**config.mk**
```make
export PLATFORM = sky130hd
export DESIGN_NAME = fma_top
export DESIGN_NICKNAME = d
export VERILOG_FILES = /design/src/common/fma_pkg.sv /design/src/design/fma_decode.sv /design/src/design/fma_execute.sv /design/src/design/fma_result/fma_round.sv /design/src/design/fma_result/fma_result.sv /design/src/design/fma_top.sv
export VERILOG_INCLUDE_DIRS = /design/src /design/src/common
export SDC_FILE = /design/constraint.sdc
export NUM_CORES = 1
export LEC_CHECK = 0
export BUFFER_PORTS_ARGS = -buffer_cell sky130_fd_sc_hd__clkbuf_2
export CAP_MARGIN = 20
export CORE_ASPECT_RATIO = 1.2
export CORE_UTILIZATION = 32
export DETAILED_ROUTE_END_ITERATION = 10
export RECOVER_POWER = 50
export SLEW_MARGIN = 5
export SYNTH_ARGS = -nofsm -noshare
export SYNTH_HDL_FRONTEND = slang
export SYNTH_HIERARCHICAL = 1
export SYNTH_SLANG_ARGS = --single-unit
```
**constraint.sdc**
```tcl
create_clock -name clk_i -period 14.8 [get_ports clk_i]
set_input_delay 2.96 -clock clk_i [delete_from_list [all_inputs] [get_ports clk_i]]
set_output_delay 2.96 -clock clk_i [all_outputs]
set_load 0.01 [all_outputs]
```
**src/common/fma_settings.svh**
```systemverilog
// ----------------------------------------------------------
// Format and datapath widths of the FP16 FMA unit
// Included by the package and by modules sizing the datapath
// ----------------------------------------------------------
`ifndef FMA_SETTINGS_SVH
`define FMA_SETTINGS_SVH

// FP16 format fields
`define FMA_EXP_BITS 5
`define FMA_MAN_BITS 10
`define FMA_BIAS 15

// Precision with hidden bit
`define FMA_PREC 11
// Wide adder, 3p+4
`define FMA_SUM_W 37
// Leading-zero search window, 2p+3
`define FMA_LOWER_W 25
// Signed internal exponent and shift amounts
`define FMA_EXP_W 7
`define FMA_SHAMT_W 6

`endif

```
**src/common/fma_pkg.sv**
```systemverilog
// ----------------------------------------------------------
// Shared types of the FMA pipeline: operands, classes, flags
// and the payloads passed between the stages
// ----------------------------------------------------------
`include "fma_settings.svh"

package fma_pkg;

  typedef struct packed {
    logic                       sign;
    logic [`FMA_EXP_BITS-1:0]   exponent;
    logic [`FMA_MAN_BITS-1:0]   mantissa;
  } fp16_t;

  // Operand class, one hot except for the signalling bit
  typedef struct packed {
    logic is_normal;
    logic is_subnormal;
    logic is_zero;
    logic is_inf;
    logic is_nan;
    logic is_signalling;
  } fp_info_t;

  // IEEE exception flags
  typedef struct packed {
    logic NV;
    logic DZ;
    logic OF;
    logic UF;
    logic NX;
  } status_t;

  typedef enum logic [2:0] {
    RNE = 3'b000,
    RTZ = 3'b001,
    RDN = 3'b010,
    RUP = 3'b011,
    RMM = 3'b100
  } roundmode_e;

  // op_mod turns these into FMSUB, FNMADD and SUB
  typedef enum logic [1:0] {
    FMADD,
    FNMSUB,
    ADD,
    MUL
  } fma_op_e;

  typedef struct packed {
    fp16_t      a;
    fp16_t      b;
    fp16_t      c;
    fma_op_e    op;
    logic       op_mod;
    roundmode_e rnd_mode;
  } fma_req_t;

  // Adjusted operands plus the bypass result
  typedef struct packed {
    fp16_t      a;
    fp16_t      b;
    fp16_t      c;
    fp_info_t   info_a;
    fp_info_t   info_b;
    fp_info_t   info_c;
    roundmode_e rnd_mode;
    logic       special;
    fp16_t      special_result;
    status_t    special_status;
  } fma_dec_t;

  // Middle register payload
  typedef struct packed {
    logic                          effective_subtraction;
    logic signed [`FMA_EXP_W-1:0]  exponent_product;
    logic signed [`FMA_EXP_W-1:0]  exponent_difference;
    logic signed [`FMA_EXP_W-1:0]  tentative_exponent;
    logic [`FMA_SHAMT_W-1:0]       addend_shamt;
    logic                          sticky_before_add;
    logic [`FMA_SUM_W-1:0]         sum;
    logic                          final_sign;
    roundmode_e                    rnd_mode;
    logic                          is_special;
    fp16_t                         special_result;
    status_t                       special_status;
  } fma_mid_t;

  typedef struct packed {
    fp16_t   result;
    status_t status;
  } fma_rsp_t;

endpackage

```
**src/design/fma_decode.sv**
```systemverilog
// ----------------------------------------------------------
// Combinational decode stage: opcode operand adjustment,
// operand classes and the special-case bypass result
// ----------------------------------------------------------
`timescale 1ns/1ps
`include "fma_settings.svh"

module fma_decode import fma_pkg::*; (
  input  fma_req_t req_i,
  output fma_dec_t dec_o
);

  // Class bits from the exponent and mantissa fields
  function automatic fp_info_t classify(fp16_t x);
    fp_info_t info;
    logic     exp_ones;
    logic     exp_zero;
    logic     man_zero;
    exp_ones           = &x.exponent;
    exp_zero           = ~|x.exponent;
    man_zero           = ~|x.mantissa;
    info.is_normal     = !exp_zero && !exp_ones;
    info.is_subnormal  = exp_zero && !man_zero;
    info.is_zero       = exp_zero && man_zero;
    info.is_inf        = exp_ones && man_zero;
    info.is_nan        = exp_ones && !man_zero;
    // Quiet bit is the mantissa MSB
    info.is_signalling = info.is_nan && !x.mantissa[`FMA_MAN_BITS-1];
    return info;
  endfunction

  fp16_t    a, b, c;
  fp_info_t info_a, info_b, info_c;
  logic     any_inf, any_nan, any_snan;
  logic     eff_sub;

  // ----------------------------------------------------------
  // Operand adjustment
  // ----------------------------------------------------------
  always_comb begin : op_select
    a = req_i.a;
    b = req_i.b;
    c = req_i.c;
    // op_mod always negates the addend
    c.sign = c.sign ^ req_i.op_mod;
    unique case (req_i.op)
      FMADD:  ;
      FNMSUB: a.sign = ~a.sign;
      // Multiplicand forced to +1.0
      ADD:    a = '{sign: 1'b0, exponent: `FMA_EXP_BITS'(`FMA_BIAS), mantissa: '0};
      // Addend -0 keeps the sign of a zero product under RDN
      MUL:    c = '{sign: 1'b1, exponent: '0, mantissa: '0};
    endcase
  end

  // Sign plays no part in the class, so classify after adjustment
  assign info_a = classify(a);
  assign info_b = classify(b);
  assign info_c = classify(c);

  assign any_inf  = info_a.is_inf | info_b.is_inf | info_c.is_inf;
  assign any_nan  = info_a.is_nan | info_b.is_nan | info_c.is_nan;
  assign any_snan = info_a.is_signalling | info_b.is_signalling | info_c.is_signalling;
  assign eff_sub  = a.sign ^ b.sign ^ c.sign;

  // ----------------------------------------------------------
  // Special cases, inf*0 first, then NaN, then infinities
  // ----------------------------------------------------------
  always_comb begin : special_cases
    dec_o.a        = a;
    dec_o.b        = b;
    dec_o.c        = c;
    dec_o.info_a   = info_a;
    dec_o.info_b   = info_b;
    dec_o.info_c   = info_c;
    dec_o.rnd_mode = req_i.rnd_mode;
    // Canonical quiet NaN, 16'h7E00
    dec_o.special_result = '{sign: 1'b0, exponent: '1,
                             mantissa: {1'b1, {(`FMA_MAN_BITS-1){1'b0}}}};
    dec_o.special_status = '0;
    dec_o.special        = 1'b0;
    if ((info_a.is_inf && info_b.is_zero) || (info_a.is_zero && info_b.is_inf)) begin
      // Invalid whatever the addend, even a quiet NaN
      dec_o.special           = 1'b1;
      dec_o.special_status.NV = 1'b1;
    end else if (any_nan) begin
      dec_o.special           = 1'b1;
      dec_o.special_status.NV = any_snan;
    end else if (any_inf) begin
      dec_o.special = 1'b1;
      if ((info_a.is_inf || info_b.is_inf) && info_c.is_inf && eff_sub) begin
        // inf - inf
        dec_o.special_status.NV = 1'b1;
      end else if (info_a.is_inf || info_b.is_inf) begin
        dec_o.special_result = '{sign: a.sign ^ b.sign, exponent: '1, mantissa: '0};
      end else begin
        dec_o.special_result = '{sign: c.sign, exponent: '1, mantissa: '0};
      end
    end
  end

endmodule

```
**src/design/fma_execute.sv**
```systemverilog
// ----------------------------------------------------------
// Exponent datapath, 11x11 product, addend alignment and the
// wide adder, registered in the middle pipeline stage
// ----------------------------------------------------------
`timescale 1ns/1ps
`include "fma_settings.svh"

module fma_execute import fma_pkg::*; (
  input  logic     clk_i,
  input  logic     arst_n_i,
  input  fma_dec_t dec_i,
  input  logic     in_valid_i,
  output logic     in_ready_o,
  output fma_mid_t mid_o,
  output logic     mid_valid_o,
  input  logic     mid_ready_i
);

  logic signed [`FMA_EXP_W-1:0] exponent_a, exponent_b, exponent_c;
  logic signed [`FMA_EXP_W-1:0] exponent_addend, exponent_product;
  logic signed [`FMA_EXP_W-1:0] exponent_difference, tentative_exponent;
  logic [`FMA_SHAMT_W-1:0]      addend_shamt;
  logic [`FMA_PREC-1:0]         mantissa_a, mantissa_b, mantissa_c;
  logic [2*`FMA_PREC-1:0]       product;
  logic [`FMA_SUM_W-1:0]        product_shifted, addend_after_shift, addend_shifted;
  logic [`FMA_PREC-1:0]         addend_sticky_bits;
  logic                         sticky_before_add, inject_carry_in;
  logic                         effective_subtraction, tentative_sign;
  logic [`FMA_SUM_W:0]          sum_raw;
  logic [`FMA_SUM_W-1:0]        sum;
  logic                         sum_carry, final_sign;
  fma_mid_t                     mid_d;

  assign effective_subtraction = dec_i.a.sign ^ dec_i.b.sign ^ dec_i.c.sign;
  // Product sign is the first guess
  assign tentative_sign = dec_i.a.sign ^ dec_i.b.sign;

  // ----------------------------------------------------------
  // Exponents, kept biased
  // ----------------------------------------------------------
  assign exponent_a = signed'({2'b00, dec_i.a.exponent});
  assign exponent_b = signed'({2'b00, dec_i.b.exponent});
  assign exponent_c = signed'({2'b00, dec_i.c.exponent});

  // Subnormal and zero addend sit at exponent 1
  assign exponent_addend = `FMA_EXP_W'(exponent_c + !dec_i.info_c.is_normal);
  // Zero product takes the minimum exponent
  assign exponent_product = (dec_i.info_a.is_zero || dec_i.info_b.is_zero) ?
      `FMA_EXP_W'(2 - `FMA_BIAS) :
      `FMA_EXP_W'(exponent_a + dec_i.info_a.is_subnormal + exponent_b
                  + dec_i.info_b.is_subnormal - `FMA_BIAS);
  assign exponent_difference = exponent_addend - exponent_product;
  assign tentative_exponent  = (exponent_difference > 0) ? exponent_addend : exponent_product;

  always_comb begin : addend_shift_amount
    if (exponent_difference <= -(2 * `FMA_PREC) - 1) begin
      // Addend lands in the sticky bit only
      addend_shamt = `FMA_SHAMT_W'(3 * `FMA_PREC + 4);
    end else if (exponent_difference <= `FMA_PREC + 2) begin
      addend_shamt = `FMA_SHAMT_W'(`FMA_PREC + 3 - exponent_difference);
    end else begin
      // Addend anchored, product falls below it
      addend_shamt = '0;
    end
  end

  // ----------------------------------------------------------
  // Product and aligned addend
  // ----------------------------------------------------------
  assign mantissa_a = {dec_i.info_a.is_normal, dec_i.a.mantissa};
  assign mantissa_b = {dec_i.info_b.is_normal, dec_i.b.mantissa};
  assign mantissa_c = {dec_i.info_c.is_normal, dec_i.c.mantissa};

  // Full product, no truncation
  assign product = mantissa_a * mantissa_b;
  // Layout: p+2 zeros, 2p product, round and sticky slots
  assign product_shifted = {{(`FMA_PREC+2){1'b0}}, product, 2'b00};

  // Up to p bits of the addend fall out into the sticky bits
  assign {addend_after_shift, addend_sticky_bits} =
      {mantissa_c, {`FMA_SUM_W{1'b0}}} >> addend_shamt;
  assign sticky_before_add = |addend_sticky_bits;

  // Ones' complement plus carry-in, no carry when sticky bits were lost
  assign addend_shifted  = effective_subtraction ? ~addend_after_shift : addend_after_shift;
  assign inject_carry_in = effective_subtraction & ~sticky_before_add;

  // ----------------------------------------------------------
  // Adder and sign fix
  // ----------------------------------------------------------
  assign sum_raw = {1'b0, product_shifted} + {1'b0, addend_shifted}
                   + {{`FMA_SUM_W{1'b0}}, inject_carry_in};
  assign sum_carry = sum_raw[`FMA_SUM_W];
  // No carry out of a subtraction means a negative sum
  assign sum = (effective_subtraction && !sum_carry) ?
               -sum_raw[`FMA_SUM_W-1:0] : sum_raw[`FMA_SUM_W-1:0];
  assign final_sign = effective_subtraction ? (sum_carry == tentative_sign) : tentative_sign;

  always_comb begin : mid_pack
    mid_d.effective_subtraction = effective_subtraction;
    mid_d.exponent_product      = exponent_product;
    mid_d.exponent_difference   = exponent_difference;
    mid_d.tentative_exponent    = tentative_exponent;
    mid_d.addend_shamt          = addend_shamt;
    mid_d.sticky_before_add     = sticky_before_add;
    mid_d.sum                   = sum;
    mid_d.final_sign            = final_sign;
    mid_d.rnd_mode              = dec_i.rnd_mode;
    mid_d.is_special            = dec_i.special;
    mid_d.special_result        = dec_i.special_result;
    mid_d.special_status        = dec_i.special_status;
  end

  // ----------------------------------------------------------
  // Middle register
  // ----------------------------------------------------------
  // Ready when downstream takes data or a bubble can be popped
  assign in_ready_o = mid_ready_i | ~mid_valid_o;

  always_ff @(posedge clk_i or negedge arst_n_i) begin
    if (!arst_n_i) begin
      mid_valid_o <= 1'b0;
      mid_o       <= '0;
    end else begin
      if (in_ready_o) begin
        mid_valid_o <= in_valid_i;
      end
      if (in_ready_o && in_valid_i) begin
        mid_o <= mid_d;
      end
    end
  end

endmodule

```
**src/design/fma_result/fma_round.sv**
```systemverilog
// ----------------------------------------------------------
// Rounds the 15-bit magnitude by mode and round/sticky bits
// Also fixes the sign of an exact zero difference
// ----------------------------------------------------------
`timescale 1ns/1ps
`include "fma_settings.svh"

module fma_round import fma_pkg::*; (
  input  logic [`FMA_EXP_BITS+`FMA_MAN_BITS-1:0] abs_i,
  input  logic                                   sign_i,
  input  logic [1:0]                             round_sticky_i,
  input  roundmode_e                             rnd_mode_i,
  input  logic                                   eff_sub_i,
  output logic [`FMA_EXP_BITS+`FMA_MAN_BITS-1:0] abs_o,
  output logic                                   sign_o,
  output logic                                   exact_zero_o
);

  logic round_up;

  always_comb begin : round_decision
    unique case (rnd_mode_i)
      // Ties to even, round bit set and sticky clear is a tie
      RNE: round_up = round_sticky_i[1] & (round_sticky_i[0] | abs_i[0]);
      RTZ: round_up = 1'b0;
      // Toward the infinity of matching sign
      RDN: round_up = (|round_sticky_i) & sign_i;
      RUP: round_up = (|round_sticky_i) & ~sign_i;
      // Ties away from zero
      RMM: round_up = round_sticky_i[1];
      default: round_up = 1'b0;
    endcase
  end

  // A mantissa carry moves into the exponent field on its own
  assign abs_o = abs_i + {{(`FMA_EXP_BITS+`FMA_MAN_BITS-1){1'b0}}, round_up};

  assign exact_zero_o = (abs_i == '0) && (round_sticky_i == 2'b00);

  // x - x is +0, except -0 when rounding down
  assign sign_o = (exact_zero_o && eff_sub_i) ? (rnd_mode_i == RDN) : sign_i;

endmodule

```
**src/design/fma_result/fma_result.sv**
```systemverilog
// ----------------------------------------------------------
// Result stage: leading-zero normalisation, rounding, flags
// and result selection into the output register
// ----------------------------------------------------------
`timescale 1ns/1ps
`include "fma_settings.svh"

module fma_result import fma_pkg::*; (
  input  logic     clk_i,
  input  logic     arst_n_i,
  input  fma_mid_t mid_i,
  input  logic     mid_valid_i,
  output logic     mid_ready_o,
  output fma_rsp_t rsp_o,
  output logic     out_valid_o,
  input  logic     out_ready_i
);

  logic signed [`FMA_EXP_W-1:0]          exp_prod, exp_diff, exp_tent;
  logic [`FMA_LOWER_W-1:0]               sum_lower;
  logic [`FMA_SHAMT_W-1:0]               lz_count, norm_shamt;
  logic signed [`FMA_EXP_W-1:0]          lz_sgn, normalized_exponent, final_exponent;
  logic                                  lzc_zeroes;
  logic [`FMA_SUM_W:0]                   sum_shifted;
  logic [`FMA_PREC:0]                    final_mantissa;
  logic [`FMA_LOWER_W-1:0]               sum_sticky_bits;
  logic                                  sticky_after_norm;
  logic                                  of_before_round, of_after_round, uf_after_round;
  logic [`FMA_EXP_BITS-1:0]              pre_round_exponent;
  logic [`FMA_MAN_BITS-1:0]              pre_round_mantissa;
  logic [1:0]                            round_sticky_bits;
  logic [`FMA_EXP_BITS+`FMA_MAN_BITS-1:0] rounded_abs;
  logic                                  rounded_sign;
  status_t                               regular_status;
  fma_rsp_t                              rsp_d;

  assign exp_prod  = mid_i.exponent_product;
  assign exp_diff  = mid_i.exponent_difference;
  assign exp_tent  = mid_i.tentative_exponent;
  assign sum_lower = mid_i.sum[`FMA_LOWER_W-1:0];

  // ----------------------------------------------------------
  // Leading-zero count, highest set bit wins
  // ----------------------------------------------------------
  always_comb begin : lzc
    lz_count   = '0;
    lzc_zeroes = 1'b1;
    for (int i = 0; i < `FMA_LOWER_W; i++) begin
      if (sum_lower[i]) begin
        lz_count   = `FMA_SHAMT_W'(`FMA_LOWER_W - 1 - i);
        lzc_zeroes = 1'b0;
      end
    end
  end

  assign lz_sgn = signed'({1'b0, lz_count});

  always_comb begin : norm_shift_amount
    if ((exp_diff <= 0) || (mid_i.effective_subtraction && (exp_diff <= 2))) begin
      // Product anchored or cancellation
      if ((exp_prod - lz_sgn + 1 >= 0) && !lzc_zeroes) begin
        norm_shamt          = `FMA_SHAMT_W'(`FMA_PREC + 2 + lz_count);
        normalized_exponent = `FMA_EXP_W'(exp_prod - lz_sgn + 1);
      end else begin
        // Subnormal, shift capped at the minimum exponent
        norm_shamt          = `FMA_SHAMT_W'(`FMA_PREC + 2 + exp_prod);
        normalized_exponent = '0;
      end
    end else begin
      // Addend anchored, undo the alignment shift
      norm_shamt          = mid_i.addend_shamt;
      normalized_exponent = exp_tent;
    end
  end

  assign sum_shifted = {1'b0, mid_i.sum} << norm_shamt;

  // Leading one may sit one bit off the sum MSB
  always_comb begin : small_norm
    {final_mantissa, sum_sticky_bits} = sum_shifted[`FMA_SUM_W-1:0];
    final_exponent                    = normalized_exponent;
    if (sum_shifted[`FMA_SUM_W]) begin
      {final_mantissa, sum_sticky_bits} = sum_shifted[`FMA_SUM_W:1];
      final_exponent                    = `FMA_EXP_W'(normalized_exponent + 1);
    end else if (sum_shifted[`FMA_SUM_W-1]) begin
      final_exponent = normalized_exponent;
    end else if (normalized_exponent > 1) begin
      {final_mantissa, sum_sticky_bits} = {sum_shifted[`FMA_SUM_W-2:0], 1'b0};
      final_exponent                    = `FMA_EXP_W'(normalized_exponent - 1);
    end else begin
      final_exponent = '0;
    end
  end

  assign sticky_after_norm = (|sum_sticky_bits) | mid_i.sticky_before_add;

  // ----------------------------------------------------------
  // Rounding
  // ----------------------------------------------------------
  assign of_before_round = final_exponent >= (2 ** `FMA_EXP_BITS) - 1;

  // Overflow saturates to the largest normal, R and S forced high
  assign pre_round_exponent = of_before_round ? `FMA_EXP_BITS'((2 ** `FMA_EXP_BITS) - 2) :
                              final_exponent[`FMA_EXP_BITS-1:0];
  assign pre_round_mantissa = of_before_round ? '1 : final_mantissa[`FMA_MAN_BITS:1];
  assign round_sticky_bits  = of_before_round ? 2'b11 : {final_mantissa[0], sticky_after_norm};

  fma_round u_round (
    .abs_i          ({pre_round_exponent, pre_round_mantissa}),
    .sign_i         (mid_i.final_sign),
    .round_sticky_i (round_sticky_bits),
    .rnd_mode_i     (mid_i.rnd_mode),
    .eff_sub_i      (mid_i.effective_subtraction),
    .abs_o          (rounded_abs),
    .sign_o         (rounded_sign),
    .exact_zero_o   ()
  );

  // Underflow is judged after rounding
  assign uf_after_round = rounded_abs[`FMA_EXP_BITS+`FMA_MAN_BITS-1:`FMA_MAN_BITS] == '0;
  assign of_after_round = rounded_abs[`FMA_EXP_BITS+`FMA_MAN_BITS-1:`FMA_MAN_BITS] == '1;

  assign regular_status.NV = 1'b0;
  assign regular_status.DZ = 1'b0;
  assign regular_status.OF = of_before_round | of_after_round;
  // Inexact when round or sticky bits were dropped, or on overflow
  assign regular_status.NX = (|round_sticky_bits) | of_before_round | of_after_round;
  assign regular_status.UF = uf_after_round & regular_status.NX;

  assign rsp_d.result = mid_i.is_special ? mid_i.special_result : {rounded_sign, rounded_abs};
  assign rsp_d.status = mid_i.is_special ? mid_i.special_status : regular_status;

  // ----------------------------------------------------------
  // Output register
  // ----------------------------------------------------------
  assign mid_ready_o = out_ready_i | ~out_valid_o;

  always_ff @(posedge clk_i or negedge arst_n_i) begin
    if (!arst_n_i) begin
      out_valid_o <= 1'b0;
      rsp_o       <= '0;
    end else begin
      if (mid_ready_o) begin
        out_valid_o <= mid_valid_i;
      end
      if (mid_ready_o && mid_valid_i) begin
        rsp_o <= rsp_d;
      end
    end
  end

endmodule

```
**src/design/fma_top.sv**
```systemverilog
// ----------------------------------------------------------
// FP16 fused multiply-add, two cycles from request to result
// Requests and responses use valid/ready handshakes
// ----------------------------------------------------------
`timescale 1ns/1ps

module fma_top import fma_pkg::*; (
  input  logic     clk_i,
  input  logic     arst_n_i,
  input  fma_req_t req_i,
  input  logic     in_valid_i,
  output logic     in_ready_o,
  output fma_rsp_t rsp_o,
  output logic     out_valid_o,
  input  logic     out_ready_i
);

  fma_dec_t dec;
  fma_mid_t mid;
  logic     mid_valid;
  logic     mid_ready;

  // Operand adjustment and special cases, no register
  fma_decode u_decode (
    .req_i (req_i),
    .dec_o (dec)
  );

  // Product, alignment, adder and middle register
  fma_execute u_execute (
    .clk_i       (clk_i),
    .arst_n_i    (arst_n_i),
    .dec_i       (dec),
    .in_valid_i  (in_valid_i),
    .in_ready_o  (in_ready_o),
    .mid_o       (mid),
    .mid_valid_o (mid_valid),
    .mid_ready_i (mid_ready)
  );

  // Normalisation, rounding and output register
  fma_result u_result (
    .clk_i       (clk_i),
    .arst_n_i    (arst_n_i),
    .mid_i       (mid),
    .mid_valid_i (mid_valid),
    .mid_ready_o (mid_ready),
    .rsp_o       (rsp_o),
    .out_valid_o (out_valid_o),
    .out_ready_i (out_ready_i)
  );

endmodule

```
* After elaboration in Yosys (flattened, before gate mapping)
Index checks and enable logic that the tools add are counted.
** Word-level totals
- Word-level logic and storage cells :: 238
- Bits in latches :: 0
- Memory bits (writable) :: 0
- ROM bits :: 0
- Register bits :: 111
- Bits of input ports :: 58
- Memories :: 0
** Cells by class
- Shift operators :: 2
- Div/mod/pow operators :: 0
- Equality and inequality tests :: 8
- Magnitude comparators :: 8
- Add/sub/neg operators :: 17
- Multiply operators :: 1
- Reduce and logical (&&, ||, !) cells :: 61
- Bitwise gates (word level) :: 27
- Muxes and demuxes :: 90
** Operator list (count)
- 2-to-1 mux 6 bit :: 28
- 2-to-1 mux 16 bit :: 6
- 2-to-1 mux 25 bit :: 3
- 2-to-1 mux 37 bit :: 2
- 2-to-1 mux 7 bit :: 7
- >> shifter 48 x 6 -> 48 bit :: 1
- adder 24 x 37 -> 38 bit :: 1
- adder 38 x 1 -> 38 bit :: 1
- left shift 37 x 6 -> 38 bit :: 1
- negation 37 bit :: 1
- inverter 37 bit :: 1
- 2-to-1 mux 11 bit :: 3
- adder 32 x 2 -> 32 bit, second input constant :: 1
- >= comparator 32 x 1 -> 1 bit, second input constant :: 1
- 2-to-1 mux 1 bit :: 32
- OR reduction 10 bit :: 3
- logical AND 1 bit :: 27
- OR reduction 25 bit :: 1
- multiplier 11 x 11 -> 22 bit :: 1
- 2-to-1 mux 18 bit :: 1
- adder 15 x 1 -> 15 bit :: 1
- logical NOT 15 bit :: 1
- 2-to-1 mux 15 bit :: 1
- 2-to-1 mux 5 bit :: 3
- other kinds (41) :: 86

* Depth between registers and ports, before layout
Gate-level depths: netlist of the first run.
- Depth after elaboration :: 46
- Mapped depth :: 51
- Mapped depth without buffers :: 48

* Modules after synthesis
The synthesis of the first run kept the hierarchy.
** By module, submodules not included
- fma_execute :: times used 1, seq. area each 2327.2 um^2, area an instance 13256.5 um^2, cells each 1698
- fma_result :: times used 1, seq. area each 550.5 um^2, area an instance 5824.3 um^2, cells each 855
- fma_decode :: times used 1, seq. area each 0.0 um^2, area an instance 979.7 um^2, cells each 149
- fma_round :: times used 1, seq. area each 0.0 um^2, area an instance 372.9 um^2, cells each 54

* Worst setup path after synthesis of the first run
Ideal clock, no wire load.
- Path kind :: input to register
- Start :: input req_i[4] in the netlist's numbering
- End :: register u_execute/mid_o[60] in the netlist's numbering
- Required time :: 14.731 ns
- Arrival :: 12.492 ns
- Setup slack :: 2.239 ns
- Buffers on the path :: 4
- Cell stages on the path :: 43
- Library setup time :: 0.069 ns
- Cell sequence :: inv_1 > ha_1 > clkbuf_1 > clkbuf_1 > or2_2 > ha_1 > ha_1 > a21o_1 > a21o_1 > a21o_1 > a21oi_1 > xnor2_1 > nor3_1 > ha_1 > and2_4 > a221o_1 > a31oi_4 > xor2_2 > [7 not listed] > xnor2_1 > ha_1 > clkbuf_1 > a21o_1 > a221oi_1 > o21ai_0 > a21oi_1 > o21ai_1 > a21o_1 > a21o_1 > or4_1 > or3_1 > a31oi_1 > nand4_1 > nor4_2 > nand3_1 > or4b_1 > nand3_1
** RTL lines
- from (decl) :: line fma_top.sv:10 : input fma_req_t req_i,
- to (signal assigned) :: line fma_execute.sv:129 : mid_o <= mid_d;
- to (decl) :: line fma_execute.sv:14 : output fma_mid_t mid_o,

==> flow_metrics.env, run 1 <==
export IMPL_dr_pass1_iters=6
export IMPL_initialDrtViolationCount=1524
export IMPL_fin_crit_ps=14110
export IMPL_critPathTopFamily="compound AO/OA/AOI/OAI gates"
export IMPL_overflow=0
export IMPL_start_util=0.323
export IMPL_status="finished with violations"
export IMPL_io_pin_count=81
export IMPL_clkSlewWorstSetupHoldPaths_ps=60
export IMPL_mostFrequentLayoutCell="nand2_1"
export IMPL_fin_tns_setup_ps=0
export IMPL_startpoint_type="input port"
export IMPL_fin_nets=2981
export IMPL_die_area_um2=64800
export IMPL_antenna_left=0
export IMPL_tritoncts="done"
export IMPL_grt_pass1_wl_mm=107
export IMPL_drive_gt1_frac=0.0972
export IMPL_grt_setup_unrepaired="no"
export IMPL_h_tree_depth=4
export IMPL_avgSynthCellArea_um2=7.42
export IMPL_grt_pass1_vias=18987
export IMPL_wl_mm=67.8
export IMPL_skew_ps=12.8
export IMPL_path_common_cell="a21oi_1"
export IMPL_cts_buffers=17
export IMPL_insertion_delay_ps=430
export IMPL_endpoint_kind="flip-flop"
export IMPL_drv_cap=4
export IMPL_hold_path_class="flip-flop to flip-flop"
export IMPL_synthCells=2748
export IMPL_worst_path_max_fanout=14
export IMPL_fmaxAchievable_mhz=70.9
export IMPL_post_cts_buffers=0
export IMPL_groute_usage_overall=0.208
export IMPL_antenna_found_initial=2
export IMPL_syn_to_final_growth_pct=7.32
export IMPL_post_cts_resize_count=0
export IMPL_hpwlAfterDp_mm=54.1
export IMPL_slew_headroom=-1.19
export IMPL_dp_cells=3516
export IMPL_crit_type="input port to flip-flop"
export IMPL_cts_buffer_depth=2
export IMPL_failed_checks="capacitance limit, slew limit"
export IMPL_via_per_inst=5.59
export IMPL_period_share=0.953
export IMPL_diodes=0
export IMPL_cp_arrival_ps=14470
export IMPL_final_cell_mix="nand2_1 (411), nor2_1 (185), o21ai_0 (167), inv_1 (159), a21oi_1 (150)"
export IMPL_clock_sinks=115
export IMPL_critPathSlowestCell="nor4_1"
export IMPL_slew_viol_final=208
export IMPL_wl_per_cell_um=19.1
export IMPL_die_y_um=279
export IMPL_crit_required_ps=15160
export IMPL_yosys_warnings=6
export IMPL_cts_hold_buf=0
export IMPL_rows=101
export IMPL_place_congestion=0.992
export IMPL_critPathBufInv=3
export IMPL_die_w_um=232
export IMPL_design_core_area_um2=63200
export IMPL_cpPeakStageDelay_ps=620
export IMPL_worst_pin_slew_ps=3280
export IMPL_netlist_area_um2=20400
export IMPL_setup_violations_final=0
export IMPL_port_buffers=80
export IMPL_finalHoldViolCount=0
export IMPL_drc_errors=0
export IMPL_clock_tree_root_cell="clkbuf_16"
export IMPL_grt_max_degree=110
export IMPL_layoutNonFillerInstCount=3549
export IMPL_vias=19841
## sequential cells by signal, indices dropped and copies added (netlist names)
| name | count |
|---|---|
| u_result/out_valid_o | 1 |
| u_result/rsp_o | 21 |
| u_execute/mid_valid_o | 1 |
| u_execute/mid_o | 92 |
## per-layer routing
metal  track usage  vias up  routed length, um  part of all wire
li1              -     9657                  -                 -
met1         0.252     9355              28200              0.42
met2         0.363      656              33400              0.49
met3        0.0194      169               2820             0.042
met4         0.108        4               3430             0.051
met5             0        -                 23           0.00034
## area by class of cell
type	count	area [um^2]
Sequential cell	115	2880
Timing Repair Buffer	130	739
Fill cell	6874	41300
Clock inverter	14	191
Clock buffer	18	439
Multi-Input combinational cell	2287	16000
Inverter	161	604
Tap cell	824	1030
## stage by stage
step | instance area (um^2) | util | hold WS, ps | setup slack (ps)
5_1_grt | 21900 | 0.346 | 496 | 167
3_5_place_dp | 21300 | 0.337 | 464 | 562
3_3_place_gp | 21300 | 0.337 | 454 | 746
4_1_cts | 21900 | 0.347 | 479 | 994
6_report | 21900 | 0.346 | 474 | 690
2_1_floorplan | 20500 | - | 441 | 2240
## worst register-to-register path: cells and delay by family, from the launching register on
kind	cells	cell delay (ps)
DFF	1	550
adders and majority gates	4	1210
xor gates and xnor gates	1	150
and+or+nand+nor	15	4110
AOI/OAI and AO/OA	11	3370
muxes	1	390
## worst paths after layout
kind	startpoint	to	slack, ps	depth (start not counted)
min in group asynchronous	arst_n_i	u_execute/mid_o[75]	3520	1
worst min register to register	u_execute/mid_o[11]	u_execute/mid_o[11]	470	2
worst max-delay path	req_i[26]	u_execute/mid_o[62]	690	45
worst max register to register	u_execute/mid_o[47]	u_result/rsp_o[0]	4880	32
max in group asynchronous	arst_n_i	u_execute/mid_o[9]	6990	2
worst min-delay path	u_execute/mid_o[11]	u_execute/mid_o[11]	470	2
Power of run 1 is left out: the tool's default activity adds up to more than one toggle a clock period on the data nets, which glitch-free logic cannot reach.
==> run 2: changes to the inputs <==
--- a/config.mk
+++ b/config.mk
@@ -8,9 +8,12 @@
 export LEC_CHECK = 0
 export BUFFER_PORTS_ARGS = -buffer_cell sky130_fd_sc_hd__clkbuf_2
 export CAP_MARGIN = 20
+export CELL_PAD_IN_SITES_DETAIL_PLACEMENT = 1
+export CELL_PAD_IN_SITES_GLOBAL_PLACEMENT = 1
 export CORE_ASPECT_RATIO = 1.2
 export CORE_UTILIZATION = 32
 export DETAILED_ROUTE_END_ITERATION = 10
+export PLACE_DENSITY_LB_ADDON = 0.1
 export RECOVER_POWER = 50
 export SLEW_MARGIN = 5
 export SYNTH_ARGS = -nofsm -noshare
==> flow_metrics.env, run 2 (same netlist as run 1, synthesis figures left out) <==
export IMPL_reg2reg_to="u_result/rsp_o[0]"
export IMPL_drv_cap=4
export IMPL_design_core_area_um2=63200
export IMPL_hpwlAfterDp_mm=66.2
export IMPL_grt_max_degree=94
export IMPL_die_area_um2=64800
export IMPL_endpoint="u_execute/mid_o[61]"
export IMPL_layoutNonFillerInstCount=3566
export IMPL_worst_path_max_fanout=14
export IMPL_path_common_cell="a21oi_1"
export IMPL_via_per_inst=5.66
export IMPL_io_pin_count=81
export IMPL_grt_setup_unrepaired="no"
export IMPL_port_buffers=80
export IMPL_dp_cells=3534
export IMPL_start_util=0.323
export IMPL_critPathBufInv=6
export IMPL_syn_to_final_growth_pct=7.88
export IMPL_clock_sinks=115
export IMPL_tritoncts="done"
export IMPL_rrSetupSlack_ps=4420
export IMPL_cts_buffer_depth=2
export IMPL_vias=20183
export IMPL_hold_path_class="flip-flop to flip-flop"
export IMPL_dr_pass1_iters=5
export IMPL_place_congestion=0.949
export IMPL_critPathTopFamily="simple AND/OR/NAND/NOR gates"
export IMPL_die_w_um=232
export IMPL_post_cts_buffers=0
export IMPL_grt_pass1_wl_mm=125
export IMPL_setup_violations_final=0
export IMPL_fillerInstances=7870
export IMPL_antenna_found_initial=2
export IMPL_cp_arrival_ps=14200
export IMPL_crit_required_ps=15150
export IMPL_cp_depth=43
export IMPL_failed_checks="capacitance limit, slew limit"
export IMPL_endpoint_kind="flip-flop"
export IMPL_clock_tree_root_cell="clkbuf_16"
export IMPL_registers_top_by_ff_count="u_execute/mid_o"
export IMPL_wl_mm=80.5
export IMPL_groute_usage_overall=0.249
export IMPL_critPathSlowestCell="nor2_1"
export IMPL_diodes=0
export IMPL_insertion_delay_ps=430
export IMPL_status="finished with violations"
export IMPL_period_share=0.936
export IMPL_slew_viol_final=224
export IMPL_cts_hold_buf=0
export IMPL_drive_gt1_frac=0.102
export IMPL_clkSlewWorstSetupHoldPaths_ps=60
export IMPL_slew_headroom=-1.59
export IMPL_fin_nets=2998
export IMPL_r2r_start="u_execute/mid_o[31]"
export IMPL_reg_top3="u_execute/mid_o x92, u_result/rsp_o x21"
export IMPL_fmaxAchievable_mhz=72.2
export IMPL_finalHoldViolCount=0
export IMPL_ff2ff_path_depth=33
export IMPL_crit_start="req_i[26]"
export IMPL_largest_reg_flops=92
export IMPL_grt_pass1_vias=21299
export IMPL_die_y_um=279
export IMPL_post_cts_resize_count=0
export IMPL_rows=101
export IMPL_startpoint_type="input port"
export IMPL_drc_errors=0
export IMPL_skew_ps=22.8
export IMPL_initialDrtViolationCount=1059
export IMPL_overflow=0
export IMPL_antenna_left=0
export IMPL_crit_type="input port to flip-flop"
export IMPL_fin_tns_setup_ps=0
export IMPL_final_cell_mix="nand2_1 (411), nor2_1 (185), o21ai_0 (167), inv_1 (159), a21oi_1 (150)"
export IMPL_fin_crit_ps=13850
export IMPL_h_tree_depth=4
export IMPL_wl_per_cell_um=22.6
export IMPL_cpPeakStageDelay_ps=780
export IMPL_mostFrequentLayoutCell="nand2_1"
export IMPL_worst_pin_slew_ps=3890
export IMPL_cts_buffers=17
## run 2: cell type report
type                    instances  area, um^2  share of cell area
clock buffers                  19         443              0.0201
clock inverters                13         174             0.00790
inverters                     161         604              0.0275
multi-input cells            2287       16000               0.727
flip-flops and latches        115        2880               0.131
well taps                     824        1030              0.0469
repair buffers                147         867              0.0394
## run 2: how the worst min path moves through the flow
stage | start | to | cells after the start
finish | u_execute/mid_o[81] | u_execute/mid_o[81] | 2
global route | u_execute/mid_o[8] | u_execute/mid_o[8] | 2
CTS | u_execute/mid_o[81] | u_execute/mid_o[81] | 2
detailed placement | u_execute/mid_o[81] | u_execute/mid_o[81] | 2
global placement | u_execute/mid_o[5] | u_execute/mid_o[5] | 2
floorplan | u_execute/mid_o[81] | u_execute/mid_o[81] | 2
## run 2: metrics by stage
stage | hold WS, ps | utilization | setup slack [ps] | area (um^2)
global placement | 458 | 0.339 | 868 | 21400
detailed placement | 459 | 0.339 | 651 | 21400
finish | 474 | 0.348 | 953 | 22000
global route | 497 | 0.348 | 123 | 22000
floorplan | 441 | - | 2240 | 20500
CTS | 473 | 0.349 | 1060 | 22100
## run 2: tightest hold or removal path: stages (launching register included)
cell     delay (ps)
dfrtp_1         340
nand2_1          50
nand2_1          60
## run 2: per-layer routing
metal,share of wire,global-route usage,vias to the layer above
met5,0.00016,0,-
met2,0.51,0.454,380
li1,-,-,9676
met1,0.41,0.289,9974
met3,0.021,0.0151,151
met4,0.055,0.133,2
Power of run 2 is left out for the same reason.
==> run 3: changes to the inputs <==
--- a/config.mk
+++ b/config.mk
@@ -13,6 +13,7 @@
 export CORE_ASPECT_RATIO = 1.2
 export CORE_UTILIZATION = 32
 export DETAILED_ROUTE_END_ITERATION = 10
+export GPL_TIMING_DRIVEN = 0
 export PLACE_DENSITY_LB_ADDON = 0.1
 export RECOVER_POWER = 50
 export SLEW_MARGIN = 5
==> constraint.sdc (replaced) <==
create_clock -name clk_i -period 11.95 [get_ports clk_i]
set_input_delay 2.39 -clock clk_i [delete_from_list [all_inputs] [get_ports clk_i]]
set_output_delay 2.39 -clock clk_i [all_outputs]
set_load 0.01 [all_outputs]
==> flow_metrics.env, run 3 (same netlist as run 1, synthesis figures left out) <==
export IMPL_cp_arrival_ps=12210
export IMPL_diodes=0
export IMPL_tritoncts="done"
export IMPL_initialDrtViolationCount=924
export IMPL_grt_max_degree=96
export IMPL_overflow=0
export IMPL_largest_reg_flops=92
export IMPL_antenna_left=0
export IMPL_grt_pass1_vias=22245
export IMPL_whs_ps=479
export IMPL_critPathSlowestCell="or4b_4"
export IMPL_h_tree_depth=4
export IMPL_crit_start="req_i[27]"
export IMPL_startpoint_type="input port"
export IMPL_vias=21437
export IMPL_failed_checks="capacitance limit, slew limit"
export IMPL_clkSlewWorstSetupHoldPaths_ps=60
export IMPL_cts_buffer_depth=2
export IMPL_worst_pin_slew_ps=5100
export IMPL_slew_headroom=-2.40
export IMPL_drive_gt1_frac=0.187
export IMPL_multiInputGateArea_um2=17000
export IMPL_cts_buffers=17
export IMPL_fin_crit_ps=11850
export IMPL_design_core_area_um2=63200
export IMPL_skew_ps=17.1
export IMPL_fillerInstances=7805
export IMPL_syn_to_final_growth_pct=19.3
export IMPL_clock_sinks=115
export IMPL_die_y_um=279
export IMPL_hpwlAfterDp_mm=71.5
export IMPL_fin_tns_setup_ps=0
export IMPL_final_util=0.385
export IMPL_wl_mm=87.3
export IMPL_place_congestion=0.951
export IMPL_holdPathStages=2
export IMPL_period_share=0.991
export IMPL_start_util=0.323
export IMPL_path_common_cell="a21oi_2"
export IMPL_slew_viol_final=96
export IMPL_drv_cap=1
export IMPL_via_per_inst=5.66
export IMPL_clock_tree_root_cell="clkbuf_16"
export IMPL_worst_path_max_fanout=8
export IMPL_rows=101
export IMPL_die_area_um2=64800
export IMPL_io_pin_count=81
export IMPL_die_w_um=232
export IMPL_final_cell_mix="nand2_1 (408), nor2_1 (177), inv_1 (158), o21ai_0 (152), buf_4 (132)"
export IMPL_mostFrequentLayoutCell="nand2_1"
export IMPL_cpPeakStageDelay_ps=520
export IMPL_setup_violations_final=0
export IMPL_dr_pass1_iters=5
export IMPL_min_from="u_execute/mid_o[21]"
export IMPL_endpoint_kind="flip-flop"
export IMPL_fin_nets=3218
export IMPL_grt_pass1_wl_mm=133
export IMPL_hold_path_class="flip-flop to flip-flop"
export IMPL_antenna_found_initial=1
export IMPL_crit_type="input port to flip-flop"
export IMPL_r2r_start="u_execute/mid_o[37]"
export IMPL_cts_hold_buf=0
export IMPL_fmaxAchievable_mhz=84.4
export IMPL_groute_usage_overall=0.267
export IMPL_port_buffers=77
export IMPL_insertion_delay_ps=440
export IMPL_wl_per_cell_um=23.1
export IMPL_grt_setup_unrepaired="yes"
export IMPL_ff2ff_path_depth=36
export IMPL_reg_top3="u_execute/mid_o x92, u_result/rsp_o x21"
export IMPL_drc_errors=0
export IMPL_finalHoldViolCount=0
export IMPL_crit_required_ps=12310
export IMPL_registers_top_by_ff_count="u_execute/mid_o"
export IMPL_register_area_um2=2880
export IMPL_status="finished with violations"
[run 3: final timing paths]
| check | end | slack, ps |
|---|---|---|
| min reg2reg | u_execute/mid_o[21] | 480 |
| max | u_execute/mid_o[61] | 100 |
| min | u_execute/mid_o[21] | 480 |
| max in group asynchronous | u_result/rsp_o[0] | 4290 |
| max reg2reg | u_result/rsp_o[0] | 1420 |
| min in group asynchronous | u_execute/mid_o[73] | 2160 |
[run 3: critical path, delay by kind of cell]
family          cells  cell delay [ps]
compound gates     19             3330
xor+xnor            2              390
fa+ha+maj           6             1360
buf+inv            10             1440
simple gates       15             3250
[run 3: repair_timing]
action                                  in CTS  in global routing
cloned                                       0                  1
setup buffers                               50                 44
resized for setup                          138                114
pin swaps                                   42                 66
endpoints found under the setup margin      37                 36
[run 3: final cells by class]
cell class / instances / area share
plain buffers: 192 / 0.0428
inverters: 161 / 0.0248
repair buffers: 174 / 0.0475
multi-input cells: 2288 / 0.700
flip-flops and latches: 115 / 0.118
clock buffers: 18 / 0.0176
clock inverters: 14 / 0.00694
well taps: 824 / 0.0424
[run 3: layer usage]
layer / GRT usage / part of all wire / vias to the layer above / wire length (um)
met1: 0.297 / 0.39 / 10695 / 34500
met5: 0 / 0 / - / 0
met3: 0.0173 / 0.023 / 188 / 2020
li1: - / - / 10108 / -
met2: 0.497 / 0.52 / 446 / 45600
met4: 0.147 / 0.060 / 0 / 5250
[run 3: metrics by stage]
step | std cells | setup slack, ps | cell area, um^2
finish | 3786 | 103 | 24300
global route | 3786 | -268 | 24300
CTS | 3743 | -152 | 23500
detailed placement | 3668 | -3670 | 21900
global placement | 3665 | -3940 | 21900
floorplan | 2764 | 98.4 | 20500
Power of run 3 is left out for the same reason.
